## src/romdl_map_pkg.sv

```systemverilog
/*
  Address map of the downloaded game image.
  Byte addresses are counted after the header is stripped.
  Bank and PROM depths are sized for simulation, not for a full game.
*/

package romdl_map_pkg;

    // leading image bytes kept by the header latch and never sent to memory
    localparam int HEADER_LEN = 16;

    // first post-header byte of banks 1 to 3, bank 0 starts at zero
    localparam logic [24:0] BA1_START = 25'h100;
    localparam logic [24:0] BA2_START = 25'h200;
    localparam logic [24:0] BA3_START = 25'h300;

    // everything from here upward goes to the PROM
    localparam logic [24:0] PROM_START = 25'h380;

    // set to swap the byte lanes of each 16-bit SDRAM word
    localparam logic SWAB = 1'b0;

    // per-bank SDRAM store, in 16-bit words
    localparam int BANK_WORDS = 128;
    localparam int BANK_AW    = 7;

    // PROM store, in bytes
    localparam int PROM_BYTES = 128;
    localparam int PROM_AW    = 7;

endpackage

```

## src/mem_sync.sv

```systemverilog
/*
  Single write port, registered read port.
  16-bit words honour the active-low lane mask, other widths ignore it.
  Contents are not reset.
*/

`timescale 1ns/1ps

module mem_sync #(
    parameter type word_t = logic [15:0],
    parameter int  DEPTH  = romdl_map_pkg::BANK_WORDS,
    parameter int  AW     = romdl_map_pkg::BANK_AW
) (
    input  logic          clk,
    input  logic          we,
    input  logic [AW-1:0] waddr,
    input  word_t         wdata,
    input  logic [1:0]    wmask_n,
    input  logic [AW-1:0] raddr,
    output word_t         rdata
);

    word_t mem [DEPTH];

    if ($bits(word_t) == 16) begin : g_lane_wr
        // each lane is written only when its mask bit is low
        always_ff @(posedge clk) begin
            if (we && !wmask_n[1]) mem[waddr][15:8] <= wdata[15:8];
            if (we && !wmask_n[0]) mem[waddr][7:0]  <= wdata[7:0];
        end
    end else begin : g_word_wr
        always_ff @(posedge clk) begin
            if (we) mem[waddr] <= wdata;
        end
    end

    // read data appears one cycle after the address
    always_ff @(posedge clk) begin
        rdata <= mem[raddr];
    end

endmodule

```

## config.mk

```make
export PLATFORM = sky130hd
export DESIGN_NAME = mem_sync
export DESIGN_NICKNAME = d
export VERILOG_FILES = /design/src/romdl_map_pkg.sv /design/src/mem_sync.sv
export SDC_FILE = /design/constraint.sdc
export NUM_CORES = 2
export LEC_CHECK = 0
export BUFFER_PORTS_ARGS = -buffer_cell sky130_fd_sc_hd__buf_4
export CAP_MARGIN = 10
export CORE_MARGIN = 2
export CORE_UTILIZATION = 63
export DETAILED_ROUTE_END_ITERATION = 16
export PLACE_DENSITY = 0.79
export SLEW_MARGIN = 0
export SYNTH_ARGS = -nofsm -noshare
export SYNTH_HDL_FRONTEND = slang
export SYNTH_SLANG_ARGS = --single-unit
```

## constraint.sdc

```tcl
create_clock -name clk -period 3.7 [get_ports clk]
set_clock_uncertainty 0.2 [all_clocks]
set_input_delay 0.37 -clock clk [delete_from_list [all_inputs] [get_ports clk]]
set_output_delay 0.37 -clock clk [all_outputs]
set_load 0.01 [all_outputs]
```

* Word-level counts from Yosys, hierarchy flattened
Memory sizes are Yosys's and may differ from the RTL's. A register that Yosys moved wholly into a read port is not among the register bits.
Index checks and enable logic that the tools add are counted.
** Storage, ports and cells
- Register bits :: 0
- Memory bits (writable) :: 2048
- Input bits :: 34
- Output and inout bits :: 16
- Logic and storage cells :: 9
- Memories :: 1
** Memory list
- mem :: depth 128, width 16, read ports 1, clocked after Yosys merged registers in 1, wr ports 1, RTL line mem_sync.sv:23 : word_t mem [DEPTH];
** Cells by class
- Muxes and demuxes :: 4
- Reduce and logical (&&, ||, !) cells :: 4
** Operators by type and width (count)
- 2-to-1 mux 1 bit :: 4
- logical AND 1 bit :: 2
- zero test 1 bit :: 2

* Logic depth before layout (Yosys ltp)
- Word-level depth :: 4
- Gate-level depth with buffers :: 7

* Worst setup path before layout
OpenSTA, ideal clock, no wires.
- Kind :: input port to flip-flop
- From :: in raddr[0]
- To :: reg rdata[0] in the netlist's numbering, read port of mem
- Data arrival time :: 2.731 ns
- Data required time :: 3.379 ns
- Setup slack :: 0.649 ns
- Stages on the path :: 6
- Buffers on the path :: 2
- Path through :: buf_2 buf_1 mux4_2 mux4_2 mux4_2 mux2_2
** RTL lines
- from (decl) :: RTL line mem_sync.sv:19 : input logic [AW-1:0] raddr,
- to (decl) :: RTL line mem_sync.sv:20 : output word_t rdata

==> flow_summary.json <==
{
  "critPathLaunchType": "flip-flop",
  "peakVddDrop_uv": 551,
  "cp.arrival_ps": 3240,
  "ant_nets": 0,
  "drive_gt1_share_pct": 33.9,
  "slew_viol_final": 0,
  "cts_made_buffers": 189,
  "worstPathRequired_ps": 4210,
  "cts_tree": "built",
  "via_per_inst": 7.10,
  "syn_inst": 3238,
  "clk_pin_slew_worst_paths_ps": 70,
  "ys_top_cells_by_area": "edfxtp_1 (78%), mux4_2 (19%), nor2_1 (1.2%)",
  "cts_setup_buffers": 0,
  "place.port_buffers": 49,
  "yosysTopAreaCell": "edfxtp_1",
  "tightest_slew_ps": 1260,
  "die_h_um": 358,
  "synth.top_cells.by_count": "edfxtp_1 (2048), mux4_2 (672), nor2_1 (263), clkbuf_1 (98), buf_2 (53)",
  "drc": 0,
  "yosys_register_bits": 2064,
  "synth.most_common_cell": "edfxtp_1",
  "hold_buffers": 7,
  "syn-num-nets": 3272,
  "p_leak_nw": 27.8,
  "fmax_ghz": 0.366,
  "coreArea_um2": 124000,
  "cts_max_level": 4,
  "fin_setup_tns_ps": 0,
  "pwr_density_cell_nw_per_um2": 534,
  "finalSetupViolCount": 0,
  "endpoint_kind": "flip-flop",
  "grt_pass1_vias": 38878,
  "timing.final.crit_share_pct": 73.8,
  "root_buffer": "clkbuf_16",
  "synth_top_area_share_pct": 77.8,
  "wirelength_um": 196000,
  "status": "completed",
  "postSynthAreaPerCell_um2": 24.4,
  "wl_per_cell_um": 36.6,
  "synth-seq-area-share_pct": 78.2,
  "antenna_found_initial": 14,
  "ios": 50,
  "slew_headroom_pct": 16.0,
  "cts_resized": 0,
  "vias": 37986,
  "rsz0062_at_grt": "false",
  "fp-row-count": 129,
  "yosys_warnings": 0,
  "grt-ovfl-total": 0,
  "firstDrtPassIters": 5,
  "hp-class": "input pin to flip-flop",
  "path_class": "flip-flop to flip-flop",
  "drv_cap": 0,
  "hold_violations": 0,
  "synth_area_um2": 79100,
  "area_growth_syn_to_layout_pct": 13.0,
  "die_x_um": 358,
  "hpwl_um": 110000,
  "clockBufferDepth": 3,
  "synth_edf_count": 2048,
  "cts_sinks": 2064,
  "path_max_fanout": 1,
  "globalplace.congestion": 0.834,
  "dieArea_um2": 128000,
  "nFillCells": 6436,
  "ys.flop_type": "edfxtp_1",
  "clock_latency_ps": 820,
  "grt_max_degree": 114,
  "synthArstFlopShare_pct": 0,
  "nets": 3593,
  "fin_cells": 5350,
  "yosysUniqueCellTypes": 14,
  "grt_first_pass_wirelength_um": 281000,
  "drtIter0Drc": 6196,
  "dpl.cell_count": 4990,
  "grt_usage_pct": 31.4,
  "start_util_pct": 63.7,
  "post-route-min-period_ps": 2730
}
## flip-flops by register name, summed over array words and instances, names as in the netlist
signal  cells
mem      2048
rdata      16
## layer usage
layer | vias up | global-route usage (%) | wire length, µm
met5 | - | 0 | 126
met4 | 18 | 11.7 | 7860
met3 | 477 | 6.87 | 21400
met2 | 2882 | 51.3 | 99200
met1 | 20080 | 42.5 | 67400
li1 | 14529 | - | -
## final timing paths
kind,start,to,slack [ps],cells past startpoint
worst min-delay path,wdata[6],mem[73][6]$_DFFE_PP_,20,1
worst min register to register,mem[30][0]$_DFFE_PP_,rdata[0]$_DFF_P_,950,4
worst max register to register,mem[110][7]$_DFFE_PP_,rdata[7]$_DFF_P_,970,4
worst max-delay path,mem[110][7]$_DFFE_PP_,rdata[7]$_DFF_P_,970,4
## area by class of cell
class | instances | area (µm²) | share of cell area [%]
sequential | 2064 | 61800 | 69.2
multi-input combinational | 991 | 16500 | 18.4
clock buffer | 234 | 5090 | 5.69
timing repair buffer | 313 | 2900 | 3.24
tap | 1637 | 2050 | 2.29
clock inverter | 107 | 1030 | 1.15
antenna | 4 | 10.0 | 0.0112
## cells by family (layout without fill, tap and decap cells)
logic type             Yosys count  after routing  synth area share (%)
muxes                          688            688                  19.4
other                            0              4                     0
and+or+nand+nor                303            303                  1.48
DFF                           2064           2064                  78.2
buffers and inverters          183            654                 0.957
## worst max-delay path, cell delays in order, from the launching register on
cell,delay (ps)
edfxtp_1,420
mux4_2,530
mux4_2,530
mux4_2,620
mux2_2,330
## cell usage in the layout (no fill, tap or decap)
cell           instances
buf_12                33
buf_16                 4
buf_4                261
buf_6                  1
buf_8                  2
bufinv_16             19
clkbuf_1              36
clkbuf_16            198
clkbuf_8               1
clkinv_1              36
clkinv_2              34
clkinv_4               3
clkinv_8               1
clkinvlp_4             8
dfxtp_1               16
diode_2                4
dlygate4sd3_1         11
edfxtp_1            2048
inv_6                  6
mux2_2                16
mux4_2               672
nand2_1               22
nand2b_1               1
nand3_1               10
nand4_1                1
nor2_1               263
nor2b_1                6
## where the power goes
group | internal [W] | leakage, nW | switching (W)
registers | 0.0258 | 18.5 | 0.0000589
logic | 0.00103 | 6.29 | 0.00142
clock network | 0.0111 | 2.99 | 0.00839
total | 0.0379 | 27.8 | 0.00987
## metrics by stage
step                util [%]  hold WS (ps)  setup slack, ps  instance area (µm²)  total power, W
CTS                     71.9          4.77              987                89200          0.0478
detailed placement      66.9           613              196                83000          0.0287
global placement        66.9           606              271                83000          0.0286
global route            72.0          52.3              966                89400          0.0487
floorplan                  -           269              649                79100          0.0276
finish                  72.0          23.2              970                89400          0.0477
(Power assumes the default switching activity.)
