## src/romdl_map_pkg.sv

```systemverilog
/*
  Address map of the downloaded game image.
  Byte addresses are counted after the header is stripped.
  Bank and PROM depths are sized for simulation, not for a full game.
*/

package romdl_map_pkg;

    // leading image bytes kept by the header latch and never sent to memory
    localparam int HEADER_LEN = 16;

    // first post-header byte of banks 1 to 3, bank 0 starts at zero
    localparam logic [24:0] BA1_START = 25'h100;
    localparam logic [24:0] BA2_START = 25'h200;
    localparam logic [24:0] BA3_START = 25'h300;

    // everything from here upward goes to the PROM
    localparam logic [24:0] PROM_START = 25'h380;

    // set to swap the byte lanes of each 16-bit SDRAM word
    localparam logic SWAB = 1'b0;

    // per-bank SDRAM store, in 16-bit words
    localparam int BANK_WORDS = 128;
    localparam int BANK_AW    = 7;

    // PROM store, in bytes
    localparam int PROM_BYTES = 128;
    localparam int PROM_AW    = 7;

endpackage

```

## src/romdl_bus_pkg.sv

```systemverilog
/*
  Bus types shared by the download path.
  The SDRAM mask is active low, one bit per byte lane, bit 1 is the upper byte.
*/

package romdl_bus_pkg;

    // one byte from the host, valid while ioctl_wr is high
    typedef struct packed {
        logic [24:0] addr;
        logic [7:0]  data;
    } host_beat_t;

    // one SDRAM programming write
    // the byte is copied to both lanes and the mask picks the lane to write
    typedef struct packed {
        logic [21:0] addr;
        logic [1:0]  ba;
        logic [15:0] data;
        logic [1:0]  mask;
    } sdram_prog_t;

    // one PROM write, single cycle
    typedef struct packed {
        logic [21:0] addr;
        logic [7:0]  data;
    } prom_wr_t;

    // header bytes, entry 0 is the first byte of the image
    typedef logic [romdl_map_pkg::HEADER_LEN-1:0][7:0] header_bytes_t;

endpackage

```

## src/rom_dwnld.sv

```systemverilog
/*
  Splits the host byte stream into header, SDRAM bank and PROM writes.
  The host has no back-pressure, so a new strobe must not arrive while
  prog_we is still waiting for sdram_ack.
*/

`timescale 1ns/1ps

module rom_dwnld (
    input  logic                       clk,
    input  logic                       rst,
    input  logic                       downloading,
    input  romdl_bus_pkg::host_beat_t  beat,
    input  logic                       ioctl_wr,
    input  logic                       sdram_ack,
    output romdl_bus_pkg::sdram_prog_t prog,
    output logic                       prog_we,
    output romdl_bus_pkg::prom_wr_t    prom,
    output logic                       prom_we,
    output logic                       header
);

    logic [24:0] part;
    logic [24:0] bank_start;
    logic [24:0] offset;
    logic [1:0]  bank;
    logic        is_prom;
    logic        accept;

    ////////////////////////////////////////////////////////////
    // address decode

    // header bytes are only recognised while a download is running
    always_comb begin
        header = downloading && (beat.addr < 25'(romdl_map_pkg::HEADER_LEN));
        part   = beat.addr - 25'(romdl_map_pkg::HEADER_LEN);
    end

    assign is_prom = part >= romdl_map_pkg::PROM_START;

    // the highest bank whose start is at or below the byte wins
    always_comb begin
        if (part >= romdl_map_pkg::BA3_START) begin
            bank       = 2'd3;
            bank_start = romdl_map_pkg::BA3_START;
        end else if (part >= romdl_map_pkg::BA2_START) begin
            bank       = 2'd2;
            bank_start = romdl_map_pkg::BA2_START;
        end else if (part >= romdl_map_pkg::BA1_START) begin
            bank       = 2'd1;
            bank_start = romdl_map_pkg::BA1_START;
        end else begin
            bank       = 2'd0;
            bank_start = 25'd0;
        end
        offset = part - bank_start;
    end

    // header strobes are taken by the header latch and go nowhere else
    assign accept = ioctl_wr && downloading && !header;

    ////////////////////////////////////////////////////////////
    // write payload

    // payload only moves on an accepted strobe, so it is stable under prog_we
    always_ff @(posedge clk) begin
        if (accept) begin
            prog.addr <= offset[22:1];
            prog.ba   <= bank;
            prog.data <= {2{beat.data}};
            // even offsets land in the upper lane unless the lanes are swapped
            prog.mask <= (offset[0] ^ romdl_map_pkg::SWAB) ? 2'b10 : 2'b01;
            prom.addr <= part[21:0];
            prom.data <= beat.data;
        end
    end

    ////////////////////////////////////////////////////////////
    // write enables

    always_ff @(posedge clk) begin
        if (rst) begin
            prog_we <= 1'b0;
            prom_we <= 1'b0;
        end else begin
            // PROM writes last one cycle
            prom_we <= accept && is_prom;
            if (accept) begin
                prog_we <= !is_prom;
            end else if (!downloading || sdram_ack) begin
                // the SDRAM write is held until acknowledged or the download ends
                prog_we <= 1'b0;
            end
        end
    end

endmodule

```

## config.mk

```make
export PLATFORM = sky130hd
export DESIGN_NAME = rom_dwnld
export DESIGN_NICKNAME = d
export VERILOG_FILES = /design/src/romdl_map_pkg.sv /design/src/romdl_bus_pkg.sv /design/src/rom_dwnld.sv
export SDC_FILE = /design/constraint.sdc
export NUM_CORES = 1
export LEC_CHECK = 0
export BUFFER_PORTS_ARGS = -buffer_cell sky130_fd_sc_hd__buf_4
export CORE_MARGIN = 2
export CORE_UTILIZATION = 35
export DETAILED_ROUTE_END_ITERATION = 8
export SLEW_MARGIN = 40
export SYNTH_ARGS = -nofsm -noshare
export SYNTH_HDL_FRONTEND = slang
export SYNTH_SLANG_ARGS = --single-unit
export TNS_END_PERCENT = 20
```

## constraint.sdc

```tcl
create_clock -name clk -period 12.45 [get_ports clk]
set_input_delay 0.6225 -clock clk [delete_from_list [all_inputs] [get_ports clk]]
set_output_delay 0.6225 -clock clk [all_outputs]
set_load 0.01 [all_outputs]
```

# ---- Word-level counts from Yosys, hierarchy flattened
# Cells that the tools add are included.
dict set report classes {
  addsub 2
  multipliers 0
  div 0
  order_cmp 5
  eq_ne 0
  shifts 0
  n_mux 8
  bitwise_logic 0
  n_reduce_logical 10
}
# op n
set op_table {}
lappend op_table {{>= comparator 25 x 10 -> 1 bit (second input constant)} 3}
lappend op_table {{>= comparator 25 x 9 -> 1 bit (second input constant)} 1}
lappend op_table {{< comparator 25 x 5 -> 1 bit (second input constant)} 1}
lappend op_table {{subtractor 25 x 5 -> 25 bit (second input constant)} 1}
lappend op_table {{subtractor 23 bit} 1}
lappend op_table {{two-way mux 10 bit} 2}
lappend op_table {{two-way mux 9 bit} 1}
lappend op_table {{logical AND 1 bit} 4}
lappend op_table {{two-way mux 1 bit} 4}
lappend op_table {{logical NOT 1 bit} 3}
lappend op_table {{two-way mux 2 bit} 1}
lappend op_table {{nonzero test 2 bit} 1}
lappend op_table {{OR reduction 2 bit} 1}
lappend op_table {{logical OR 1 bit} 1}
dict set report totals {
  ff_bits 74
  latch_bits 0
  mem_bits_rw 0
  romBits 0
  in_bits 38
  out_inout_bits 75
  word_cells 34
  mem_count 0
}

# ---- Longest topological paths before layout
dict set report depth {
  word_depth 7
  mapped_depth 19
  ltp_nobuf 16
}

# ---- Worst setup path after synthesis
# Ideal clock, no wire load.
dict set report synth_timing {
  path_type {in2reg}
  from {input port beat[12] (netlist name)}
  to {register prog[41] (netlist name), data pin}
  setup_time_ps 265
  arrival_ps 4180
  required_time_ps 12185
  setup_slack_ps 8005
  cell_stages 18
  n_path_buf 2
  path_cell_list {clkbuf_1 -> inv_1 -> ha_1 -> nor4b_1 -> nand4_1 -> xor2_1 -> nor4b_4 -> and4b_1 -> buf_6 -> nand2_1 -> ha_1 -> fa_1 -> nor3b_1 -> and3_1 -> a211o_1 -> and4bb_2 -> nand3_1 -> o211ai_1}
}
dict set report synth_via {
  elab_chain_len 6
  word_cells_on_any_way 8
  cone_classes {add/sub: 2; order compare: 3; mux: 3}
}
# element line_no
set synth_rtl {}
lappend synth_rtl {{from (decl)} rom_dwnld.sv:13} ;# input romdl_bus_pkg::host_beat_t beat,
lappend synth_rtl {{subtractor 25 x 5 -> 25 bit (*)} rom_dwnld.sv:36} ;# part = beat.addr - 25'(romdl_map_pkg::HEADER_LEN);
lappend synth_rtl {{>= comparator 25 x 9 -> 1 bit} rom_dwnld.sv:49} ;# end else if (part >= romdl_map_pkg::BA1_START) begin
lappend synth_rtl {{two-way mux 9 bit} rom_dwnld.sv:49}
lappend synth_rtl {{two-way mux 10 bit} rom_dwnld.sv:46} ;# end else if (part >= romdl_map_pkg::BA2_START) begin
lappend synth_rtl {{two-way mux 10 bit} rom_dwnld.sv:43} ;# if (part >= romdl_map_pkg::BA3_START) begin
lappend synth_rtl {{subtractor 23 bit (*)} rom_dwnld.sv:56} ;# offset = part - bank_start;
lappend synth_rtl {{net offset[22]} rom_dwnld.sv:25} ;# logic [24:0] offset;
lappend synth_rtl {{to (decl)} rom_dwnld.sv:16} ;# output romdl_bus_pkg::sdram_prog_t prog,
# Mark *: on every way through the listed nets, which the timed path passes. The rest lies on a longest branch.
# A chain may end at the register's enable or synchronous reset.

# ---- Worst setup path after layout
# Same ends and word-level chain as after synthesis.

==> flow_summary.toml <==
[die]
dieHeight_um = 92.99
io_pins = 113
die_w_um = 92.99
initial_core_util = 0.3605
rows = 32
dieArea_um2 = 8646
core-area_um2 = 7687

[synthesis]
synth_compound_area_frac = 0.06095
synth-seq-cells = 50
synthAdderAreaFrac = 0.02077
synth_warnings = 0
synth_top_family_by_area = "simple AND/OR/NAND/NOR gates"
syn_area_um2 = 2771
ys_types = 53
avgSynthCellArea_um2 = 11.27
syn_inst = 246
seq_area_frac_synth = 0.5345
synth-simple-area-share = 0.1977
synth_xor_xnor_area_share = 0.07585
synth_top_flop_cell = "edfxtp_1"
synth_fp_nets = 288
synth_edf_count = 48
synth.area.mux_share = 0.003612
synth-async-reset-ratio = 0

[placement]
dp_hpwl_um = 4811
place_area_um2 = 3520
place_ws_ns = 7.267
numPortBuffers = 112
gp_congestion = 0.8064

[cts]
cts_root_buf = "clkbuf_8"
htreeDepth = 2
tritoncts = "done"
clk_pin_slew_ns = 0.09
post_cts_buffers = 0
clock_latency_ns = 0.29
cts_inserted_buffers = 5
clock_sinks = 50
cts_resized = 0
hold_buffers = 0
clockBufferDepth = 2

[worst_setup_path]
rr_worst_depth = 2
critical_path_buf_inv_count = 2
path_class = "primary input to flop"
cp_slowest_cell = "nor4b_1"
path_depth = 17
crit_path_cell_trace = "buf_4 -> inv_1 -> ha_1 -> nor4b_1 -> nand4_1 -> xor2_1 -> nor4b_4 -> and4b_1 -> nand2_1 -> ha_1 -> fa_1 -> nor3b_1 -> and3_1 -> a211o_1 -> and4bb_2 -> nand3_1 -> o211ai_1"
worstPathArrival_ns = 4.98
slowest_delay_ns = 0.50
cp_max_fo = 13
worstSetupStartpointType = "primary input"
required_ns = 12.50
crit_top_cell = "ha_1"
endpoint_kind = "flop"
cpLargestDelayFamily = "simple AND/OR/NAND/NOR gates"

[global_route]
grt_pass1_vias = 2032
grt-ovfl-total = 0
grt.total_usage = 0.1432
grt_max_degree = 49
grt_first_pass_wirelength_um = 9949
antenna_found_initial = 0

[min_path]
hold_depth = 1
min_path_type = "primary input to flop"

[detailed_routing]
routedWlPerCell_um = 14.30
viasPerCell = 4.808
drtAntennaViolNets = 0
first_iter_violations = 95
via_count = 2082
dr.pass1.iters = 4
drc = 0
drt-total-wl_um = 6190

[layout]
area_growth_pct = 31.06
nets = 372
diodes = 0
nFillCells = 740
drive_gt1_frac = 0.4048
final_cell_area_um2 = 3632

[timing]
period_share = 0.3964
maxSlewViolCount = 0
slew_headroom = 0.5762
worst_pin_slew_ns = 0.6357
finalCriticalPeriod_ns = 4.936
timing.fmax_ghz = 0.2026
rsz0062_at_grt = "false"
hold_violations = 0
setup_viol = 0
worst_slack_ns = 7.514
clock_skew_ns = 0
setup_tns_ns = 0
holdWs_ns = 0.4954

[pwr]
finalPower_mw = 0.3909
powerDensity_nw_per_um2 = 107.6
p_leak_nw = 1.471
ir_drop_mv = 0.04597

[run]
cap_viol_max_count = 0

[outcome]
status = "finished clean"
sequential cells by signal, indices dropped and copies added (netlist names):
register	count
prom_we	1
prog	33
prom	15
prog_we	1
synthesized netlist by cell type (3+ instances only):
cell type / number / area (um^2)
a21oi_1: 5 / 25.02
and2_1: 3 / 18.77
buf_4: 24 / 180.2
clkbuf_1: 8 / 30.03
edfxtp_1: 48 / 1441
ha_1: 3 / 37.54
inv_1: 17 / 63.81
nand2_1: 18 / 67.56
nand2b_1: 4 / 25.02
nand3_1: 9 / 45.04
nand3b_1: 3 / 22.52
nand4_1: 4 / 25.02
nor2_1: 12 / 45.04
nor3_1: 7 / 35.03
nor4_1: 7 / 43.79
o21ai_0: 3 / 15.01
xnor2_1: 18 / 157.7
xor2_1: 6 / 52.55
metal layers:
layer,routed length [um],track usage,up-vias,part of all wire
met3,427,0.02820,4,0.069
li1,-,-,1020,-
met5,0,0,-,0
met1,2707,0.1874,973,0.44
met2,2991,0.2434,85,0.48
met4,63,0.03799,0,0.010
cell families after synthesis:
family / Yosys count
AND/OR/NAND/NOR: 91
buffers and inverters: 52
flip-flops: 50
AO/OA/AOI/OAI: 24
XOR/XNOR: 24
adder cells (fa/ha/maj): 4
multiplexers: 1
cells in the final DEF, fill, tap and decap left out, types with 2 or more instances in the layout:
master,instances
inv_1,17
nand4_1,4
nor2_1,12
o21ai_0,3
or4_1,2
buf_4,112
or2_2,2
nor3b_1,2
nand3b_1,3
nor2b_1,2
a21oi_1,5
nand3_1,9
nor4b_1,2
o211ai_1,2
and2_4,2
dfxtp_1,2
o41ai_1,2
xnor2_1,18
clkbuf_8,5
and2_1,2
and3_1,2
ha_1,3
edfxtp_1,48
nor4_1,7
o22ai_1,2
nor3_1,7
o21bai_1,2
xor2_1,6
nand2b_1,4
nand2_1,18
power breakdown:
| group | total, mW | switching, mW | internal (mW) |
|---|---|---|---|
| Clock | 0.115 | 0.0550 | 0.0603 |
| Combinational | 0.0736 | 0.0372 | 0.0364 |
| Sequential | 0.202 | 0.00436 | 0.198 |
| Total | 0.391 | 0.0966 | 0.294 |
stage by stage:
| step | util | instances |
|---|---|---|
| 6_report | 0.4725 | 433 |
| 4_1_cts | 0.4725 | 433 |
| 3_3_place_gp | 0.4565 | 425 |
| 2_1_floorplan | - | 246 |
| 5_1_grt | 0.4725 | 433 |
| 3_5_place_dp | 0.4578 | 425 |
path summary, 6_finish.rpt:
path | start | endpoint | slack, ns
max reg2reg | prog_we$_SDFFE_PP0P_ | prog_we$_SDFFE_PP0P_ | 11.81
min reg2reg | prog_we$_SDFFE_PP0P_ | prog_we$_SDFFE_PP0P_ | 0.54
max | beat[12] | prog[41]$_DFFE_PP_ | 7.51
min | beat[1] | prog[11]$_DFFE_PP_ | 0.50
area by class of cell:
cell class	instances	area, um^2	area share
Sequential cell	50	1481	0.4079
Multi-Input combinational cell	144	1006	0.2770
Timing Repair Buffer	112	840.8	0.2315
Tap cell	102	127.6	0.03514
Clock buffer	5	68.82	0.01895
Inverter	17	63.81	0.01757
Clock inverter	3	43.79	0.01206
Note: power is estimated with default switching activity, not from simulation.
