[src/romdl_map_pkg.sv]
/*
  Address map of the downloaded game image.
  Byte addresses are counted after the header is stripped.
  Bank and PROM depths are sized for simulation, not for a full game.
*/

package romdl_map_pkg;

    // leading image bytes kept by the header latch and never sent to memory
    localparam int HEADER_LEN = 16;

    // first post-header byte of banks 1 to 3, bank 0 starts at zero
    localparam logic [24:0] BA1_START = 25'h100;
    localparam logic [24:0] BA2_START = 25'h200;
    localparam logic [24:0] BA3_START = 25'h300;

    // everything from here upward goes to the PROM
    localparam logic [24:0] PROM_START = 25'h380;

    // set to swap the byte lanes of each 16-bit SDRAM word
    localparam logic SWAB = 1'b0;

    // per-bank SDRAM store, in 16-bit words
    localparam int BANK_WORDS = 128;
    localparam int BANK_AW    = 7;

    // PROM store, in bytes
    localparam int PROM_BYTES = 128;
    localparam int PROM_AW    = 7;

endpackage

[src/romdl_bus_pkg.sv]
/*
  Bus types shared by the download path.
  The SDRAM mask is active low, one bit per byte lane, bit 1 is the upper byte.
*/

package romdl_bus_pkg;

    // one byte from the host, valid while ioctl_wr is high
    typedef struct packed {
        logic [24:0] addr;
        logic [7:0]  data;
    } host_beat_t;

    // one SDRAM programming write
    // the byte is copied to both lanes and the mask picks the lane to write
    typedef struct packed {
        logic [21:0] addr;
        logic [1:0]  ba;
        logic [15:0] data;
        logic [1:0]  mask;
    } sdram_prog_t;

    // one PROM write, single cycle
    typedef struct packed {
        logic [21:0] addr;
        logic [7:0]  data;
    } prom_wr_t;

    // header bytes, entry 0 is the first byte of the image
    typedef logic [romdl_map_pkg::HEADER_LEN-1:0][7:0] header_bytes_t;

endpackage

[src/header_latch.sv]
/*
  Keeps the header bytes of the last download.
  Contents stay valid after the download ends and clear only on reset.
*/

`timescale 1ns/1ps

module header_latch (
    input  logic                         clk,
    input  logic                         rst,
    input  logic                         header,
    input  logic                         ioctl_wr,
    input  romdl_bus_pkg::host_beat_t    beat,
    output romdl_bus_pkg::header_bytes_t hdr
);

    // slot index is taken from the low host address bits
    logic [$clog2(romdl_map_pkg::HEADER_LEN)-1:0] slot;

    assign slot = beat.addr[$clog2(romdl_map_pkg::HEADER_LEN)-1:0];

    always_ff @(posedge clk) begin
        if (rst) begin
            hdr <= '0;
        end else if (header && ioctl_wr) begin
            // header is only high while downloading, so stray strobes are ignored
            hdr[slot] <= beat.data;
        end
    end

endmodule

[config.mk]
export PLATFORM = sky130hd
export DESIGN_NAME = header_latch
export DESIGN_NICKNAME = d
export VERILOG_FILES = /design/src/romdl_map_pkg.sv /design/src/romdl_bus_pkg.sv /design/src/header_latch.sv
export SDC_FILE = /design/constraint.sdc
export NUM_CORES = 1
export LEC_CHECK = 0
export BUFFER_PORTS_ARGS = -buffer_cell sky130_fd_sc_hd__buf_2
export CORE_AREA = 2 2 117 119
export CTS_CLUSTER_SIZE = 10
export DETAILED_ROUTE_END_ITERATION = 16
export DIE_AREA = 0 0 119 121
export SLEW_MARGIN = 10
export SYNTH_ARGS = -nofsm -noshare
export SYNTH_HDL_FRONTEND = slang
export SYNTH_SLANG_ARGS = --single-unit
[constraint.sdc]
create_clock -name clk -period 1.7 [get_ports clk]
set_clock_uncertainty 0.1 [all_clocks]
set_input_delay 0 -clock clk [delete_from_list [all_inputs] [get_ports clk]]
set_output_delay 0 -clock clk [all_outputs]
set_load 0.02 [all_outputs]
# After elaboration in Yosys (flattened, before gate mapping)

Cells that the tools add are included.

Bits in registers: 128
Input port bits: 37
Output and inout bits: 128

Mux-type cells: 3
Order comparisons: 2
Reductions and logical operators: 2

Operator list:

| kind                                                                         | count |
|---|---|
| 128-bit bitwise mux                                                          | 1 |
| 8-bit demux with 4-bit select                                                | 1 |
| 8-bit 2-to-1 mux                                                             | 1 |
| 4-bit by 5-bit less-than comparator with 1-bit output, second input constant | 1 |
| 4-bit by 1-bit >= comparator with 1-bit output, second input constant        | 1 |
| 1-bit logical AND                                                            | 2 |

# Depth between registers and ports, before layout

Gate-level depths: netlist (run 1).

Depth after elaboration: 5
Depth in mapped cells: 6
Gate-level depth less buffers: 3

# Least setup slack after synthesis (run 1)

Ideal clock, no wire load.

Path kind: input-to-reg
From: in beat[8] in the netlist's numbering
To: reg hdr[10] in the netlist's numbering
Setup slack: 0.738 ns
Path buffers: 3
Required time: 1.472 ns
Data arrival time: 0.734 ns
Cell stages on the path: 6
Cell sequence: buf_6 nor2b_1 buf_4 and2_4 buf_6 mux2i_1

Longest elaborated chain between the ends: 5
Elaborated cells between the ends (all ways): 6
Classes of those cells: order compare: 2; mux: 3; reduce/logical: 1

Ends and longest elaborated chain:

| element                                                                                                                                              | RTL line           | text |
|---|---|---|
| from (decl)                                                                                                                                          | header_latch.sv:13 | `input romdl_bus_pkg::host_beat_t beat,` |
| 4-bit by 5-bit less-than comparator with 1-bit output (implied by the code) / 4-bit by 1-bit >= comparator with 1-bit output (equally long branches) | header_latch.sv:27 | `hdr[slot] <= beat.data;` |
| 1-bit logical AND (implied by the code)                                                                                                              | header_latch.sv:27 |  |
| 8-bit 2-to-1 mux (implied by the code)                                                                                                               | header_latch.sv:27 |  |
| 8-bit demux with 4-bit select *                                                                                                                      | header_latch.sv:27 |  |
| 128-bit bitwise mux *                                                                                                                                | header_latch.sv:27 |  |
| to (signal, indexed assignment)                                                                                                                      | header_latch.sv:27 |  |
| to (decl)                                                                                                                                            | header_latch.sv:14 | `output romdl_bus_pkg::header_bytes_t hdr` |

Mark *: on every way between the ends. The rest lies on a longest branch, timed or not.
A chain may end at the register's enable or synchronous reset.

==> results of run 1 <==
layout by cell type (no fill, tap or decap), types with 3 or more instances in the layout:
| cell | netlist | routed |
|---|---|---|
| nand2b_1 | 136 | 136 |
| clkbuf_16 | 0 | 17 |
| nand2_2 | 11 | 11 |
| mux2i_1 | 128 | 128 |
| buf_4 | 3 | 11 |
| dfxtp_1 | 128 | 128 |
| clkbuf_8 | 0 | 4 |
| bufinv_16 | 0 | 4 |
| clkinv_2 | 0 | 4 |
| diode_2 | 0 | 3 |
| buf_2 | 10 | 142 |
| dlygate4sd3_1 | 0 | 10 |
power by group through the flow:
stage          logic (µW)  registers [µW]  clock network (µW)
6_report              348            3040                3880
5_1_grt               374            3040                4100
4_1_cts               352            3040                3950
3_5_place_dp          335            3100                   0
3_3_place_gp          331            3100                   0
2_1_floorplan         201            3130                   0
per-layer routing:
metal,vias to the layer above,part of all wire (%),global-route usage [%]
met3,26,4.8,5.69
met5,-,0.084,0
met4,2,2.6,9.38
li1,1795,-,-
met2,83,49,30.8
met1,1753,44,22.4
cells by family (layout without fill, tap and decap cells):
kind of cell,Yosys count,after routing,synth area share [%]
and+or+nand+nor,161,161,20.7
muxes,128,128,25.0
DFF,128,128,49.9
buffers and inverters,41,198,4.36
other,0,3,0
worst max-delay path by stage:
stage	cells after the start	to	slack, ns
after floorplan	6	hdr[10]$_SDFFE_PP0P_	0.74
after global placement	5	hdr[106]$_SDFFE_PP0P_	0.41
after detailed placement	5	hdr[106]$_SDFFE_PP0P_	0.38
after CTS	6	hdr[126]$_SDFFE_PP0P_	0.08
after global routing	6	hdr[126]$_SDFFE_PP0P_	0.03
final	6	hdr[126]$_SDFFE_PP0P_	0.11
worst max-delay path, stage by stage:
cell and delay, ns:
dlygate4sd3_1 0.53, clkbuf_4 0.24, buf_4 0.26, nand2b_1 0.13, mux2i_1 0.06, dlygate4sd3_1 0.56
stage by stage:
stage	area, µm²	util [%]	power [µW]	hold WS (ns)	setup slack [ns]
6_report	6720	51.3	7260	-0.000130	0.106
5_1_grt	6710	51.3	7510	0.00724	0.0255
4_1_cts	6710	51.3	7340	0.000768	0.0797
3_5_place_dp	5970	45.6	3430	0.311	0.383
3_3_place_gp	5970	45.6	3430	0.304	0.413
2_1_floorplan	5130	-	3330	0.227	0.738
timing repair:
item,CTS,global route
hold endpoints to repair,81,0
gates resized for setup,0,1
endpoints found under the setup margin,0,1
hold buffers,10,0
area by class of cell:
type	count	area, µm²	share of cell area (%)
multi-input combinational	289	2340	34.9
tap	176	220	3.28
sequential	128	2560	38.2
clock inverter	10	156	2.33
timing repair buffer	166	941	14.0
clock buffer	22	484	7.21
antenna	3	7.51	0.112
==> metrics.yaml, run 1 <==
synth:
  synth_top_cells_by_count: "nand2b_1 (136), dfxtp_1 (128), mux2i_1 (128)"
  ys_seq_area_share_pct: 49.9
  synth_area_leaders: "dfxtp_1 (50%), mux2i_1 (25%), nand2b_1 (17%)"
  syn_nets: 495
  ys_async_sr_fraction_pct: 0
  yosysTopAreaCell: "dfxtp_1"
  ys_warn_count: 0
  synth-edff-count: 0
  yosysMostFrequentCell: "nand2b_1"
  synth_area_um2: 5130
  ys_seq_elements: 128
  synth_top_area_share_pct: 49.9
  syn_avg_cell_area_um2: 11.2
  yosys_most_used_dff: "dfxtp_1"
  syn_inst: 458
  ys_types: 19
final_layout:
  top_regs: "hdr: 128 flops"
  largest_reg_flops: 128
  regMostFlops: "hdr"
  fill_cells: 1203
  final_cells: 794
  layout-drive-gt1-share_pct: 33.5
  nets: 639
  syn_to_final_growth_pct: 30.9
power:
  peakVddDrop_mv: 0.601
  p_per_area_nw_per_um2: 1080
  p_leak_uw: 0.00368
  sw_frac_of_total_pct: 20.5
  p_switching_uw: 1490
  pwr-share-comb_pct: 4.8
  power_frac_clock_pct: 53.4
  intPower_uw: 5770
  power_frac_seq_pct: 41.8
grt:
  grtUsageTotal_pct: 18.8
  grt_pass1_wl_mm: 20.5
  antenna_found_initial: 4
  grt_max_degree: 94
  grt_overflow: 0
  grt_pass1_vias: 3751
placement:
  placedCellCount: 749
  post-dp-hpwl_mm: 8.78
  gp_congestion: 0.758
  io_buffers: 143
setup_path:
  cp.arrival_ns: 1.79
  worstPathMaxFanout: 25
  r2r_setup_slack_ns: 0.50
  worstSetupStartpoint: "rst"
  crit_type: "input port to register"
  reg2reg_depth: 3
  crit_path_start_kind: "input port"
  required_ns: 1.90
  r2r-start: "hdr[126]$_SDFFE_PP0P_"
  worstSetupEndpointType: "register"
  reg2reg_to: "hdr[126]$_SDFFE_PP0P_"
hold_path:
  min_path_type: "input port to register"
  hold-path-endpoint: "hdr[116]$_SDFFE_PP0P_"
  hold_start: "beat[4]"
  whs_path_depth: 4
cts:
  cts_buffer_depth: 2
  cts_setup_buffers: 0
  numClockSinks: 128
  path_clk_slew_ns: 0.05
  cts_tree: "done"
  ctsHtreeMaxLevel: 4
  clockRootBuffer: "clkbuf_16"
  cts_buffers: 17
  clk-insertion-delay-late_ns: 0.41
timing:
  tns_ns: 0
  hold_violations: 1
  whs_ns: -0.000130
  period_share_pct: 93.8
  finalCriticalPeriod_ns: 1.59
  worst_pin_slew_ns: 0.424
  fmax_mhz: 627
  maxSlewViolCount: 0
  final-setup-viol-count: 0
  rsz0062_at_grt: "no"
  max-slew-margin-rel_pct: 71.7
outcome:
  outcome: "finished with violations"
  violations: "negative hold slack"
detailed_routing:
  first_iter_violations: 155
  drc: 0
  vias: 3659
  wl_mm: 13.1
  drt_first_pass_iters: 4
  ant_nets: 0
  wl_per_cell_um: 16.5
  avgViaCountPerCell: 4.61
floorplanning:
  core_um2: 13100
  pin_count: 165
  initial_utilization_pct: 39.2
  dieArea_um2: 14400
  row_count: 42
  fp.dieH_um: 121
  die_w_um: 119
job:
  max-cap-violations: 0
No activity file was read; power rests on OpenSTA's default activity.
==> inputs of run 2 (changes only) <==
- clock period: 1.7 -> 1.5 ns (I/O delays scaled with it)
==> metrics.yaml, run 2 (synthesis gave the netlist of run 1 again) <==
timing:
  final-setup-viol-count: 0  # unchanged
  fmax_mhz: 695
  hold_violations: 0  # -1
  max-slew-margin-rel_pct: 70.0  # -1.8 points
  worst_pin_slew_ns: 0.450  # +0.0263 ns
  tns_ns: 0  # unchanged
  maxSlewViolCount: 0  # unchanged
  period_share_pct: 95.9
  rsz0062_at_grt: "no"
  finalCriticalPeriod_ns: 1.44
  whs_ns: 0.0116  # +0.0117 ns
final_layout:
  top_regs: "hdr: 128 flops"
  syn_to_final_growth_pct: 31.6
  fill_cells: 1180  # -1.9%
  layout-drive-gt1-share_pct: 32.5  # -0.96 points
  final_common_cell: "buf_2"
  largest_reg_flops: 128  # unchanged
  final_cell_mix: "buf_2 (143), nand2b_1 (136), mux2i_1 (128), dfxtp_1 (128), clkbuf_16 (17)"
  nets: 648  # +1.4%
  regMostFlops: "hdr"
detailed_routing:
  ant_nets: 0  # unchanged
  first_iter_violations: 139  # -10%
  wl_per_cell_um: 16.7  # +1.4%
  wl_mm: 13.4  # +2.5%
  drt_first_pass_iters: 4  # unchanged
  vias: 3707  # +1.3%
  drc: 0  # unchanged
  avgViaCountPerCell: 4.62  # +0.18%
cts:
  cts_buffers: 17  # unchanged
  numClockSinks: 128  # unchanged
  path_clk_slew_ns: 0.05  # about the same
  clk-insertion-delay-late_ns: 0.41  # about the same
  cts_buffer_depth: 2  # unchanged
  cts_setup_buffers: 0  # unchanged
  cts_tree: "done"
  ctsHtreeMaxLevel: 4  # unchanged
  clockRootBuffer: "clkbuf_16"
placement:
  gp_congestion: 0.783  # +3.3%
  post-dp-hpwl_mm: 8.79  # +0.17%
  io_buffers: 143  # unchanged
floorplanning:
  die_w_um: 119  # unchanged
  row_count: 42  # unchanged
  pin_count: 165  # unchanged
  core_um2: 13100  # unchanged
  initial_utilization_pct: 39.2  # unchanged
  dieArea_um2: 14400  # unchanged
  fp.dieH_um: 121  # unchanged
grt:
  grt_overflow: 0  # unchanged
  grtUsageTotal_pct: 19.0  # +0.22 points
  grt_pass1_wl_mm: 20.5  # +0.20%
  grt_pass1_vias: 3771  # +0.53%
  grt_max_degree: 62  # -34%
  antenna_found_initial: 3  # -1
setup_path:
  path_cells: "dlygate4sd3_1 -> buf_2 -> nand2b_1 -> buf_6 -> mux2i_1 -> dlygate4sd3_1"
  crit_type: "input port to register"
  cp.arrival_ns: 1.64  # -0.15 ns
  slowest_stage: "dlygate4sd3_1"
  crit_family: "buffers and inverters"
  worstSetupEndpointType: "register"
  r2r-start: "hdr[124]$_SDFFE_PP0P_"
  cp_common_cell: "dlygate4sd3_1"
  crit_path_start_kind: "input port"
  worstSetupStartpoint: "beat[4]"
  cpPeakStageDelay_ns: 0.56  # about the same
  path_buf_inv: 4  # unchanged
  worstPathMaxFanout: 16  # -36%
  required_ns: 1.70  # -0.20 ns
power:
  peakVddDrop_mv: 0.612  # +1.9%
  intPower_uw: 6270  # +8.6%
  pwr-share-comb_pct: 5.1  # +0.3 points
  power_frac_clock_pct: 51.6  # -1.8 points
  power_frac_seq_pct: 43.3  # +1.5 points
  p_switching_uw: 1670  # +12%
  sw_frac_of_total_pct: 21.0  # +0.57 points
  p_per_area_nw_per_um2: 1180  # +8.8%
  p_leak_uw: 0.00371  # +0.64%
hold_path:
  min_path_type: "input port to register"
  hold_start: "beat[2]"
job:
  max-cap-violations: 0  # unchanged
outcome:
  outcome: "finished clean"
## run 2: final timing paths
| check | slack (ns) | to | depth (start not counted) |
|---|---|---|---|
| hold / removal | 0.01 | hdr[114]$_SDFFE_PP0P_ | 3 |
| setup reg to reg | 0.23 | hdr[124]$_SDFFE_PP0P_ | 3 |
| setup / recovery | 0.06 | hdr[124]$_SDFFE_PP0P_ | 6 |
| hold reg to reg | 0.37 | hdr[8]$_SDFFE_PP0P_ | 2 |
## run 2: tightest hold or removal path: stages
cell,delay [ns]
buf_2,0.07
nand2b_1,0.21
mux2i_1,0.19
## run 2: layer usage
metal | part of all wire [%] | GRT usage, %
met1 | 43 | 22.2
met2 | 49 | 31.1
met3 | 4.7 | 5.97
met4 | 3.0 | 10.5
met5 | 0 | 0
## run 2: final cells by class
cell class | count | area, µm² | area share (%)
timing repair buffer | 175 | 1030 | 15.2
clock buffer | 28 | 517 | 7.65
clock inverter | 4 | 72.6 | 1.07
multi-input combinational | 289 | 2340 | 34.7
sequential | 128 | 2560 | 37.9
antenna | 3 | 7.51 | 0.111
tap | 176 | 220 | 3.26
## run 2: per-stage QoR
stage	util [%]	area, µm²	setup WS (ns)	std cells	total power [µW]
floorplan	-	5130	0.538	458	3770
global placement	45.7	5980	0.269	751	3890
detailed placement	45.7	5980	0.244	751	3900
CTS	51.5	6740	0.0157	800	8020
global route	51.6	6750	0.0111	802	8210
finish	51.6	6750	0.0620	803	7940
## run 2: power groups by stage
stage	Clock, µW	Combinational (µW)	Sequential, µW
finish	4100	405	3440
detailed placement	0	384	3510
global route	4330	433	3440
global placement	0	382	3510
floorplan	0	228	3540
CTS	4170	408	3440
## run 2: what timing repair did
action / in CTS / in global routing
hold endpoints to repair: 75 / 0
resized for setup: 0 / 2
endpoints found under the setup margin: 0 / 3
hold buffers: 17 / 0
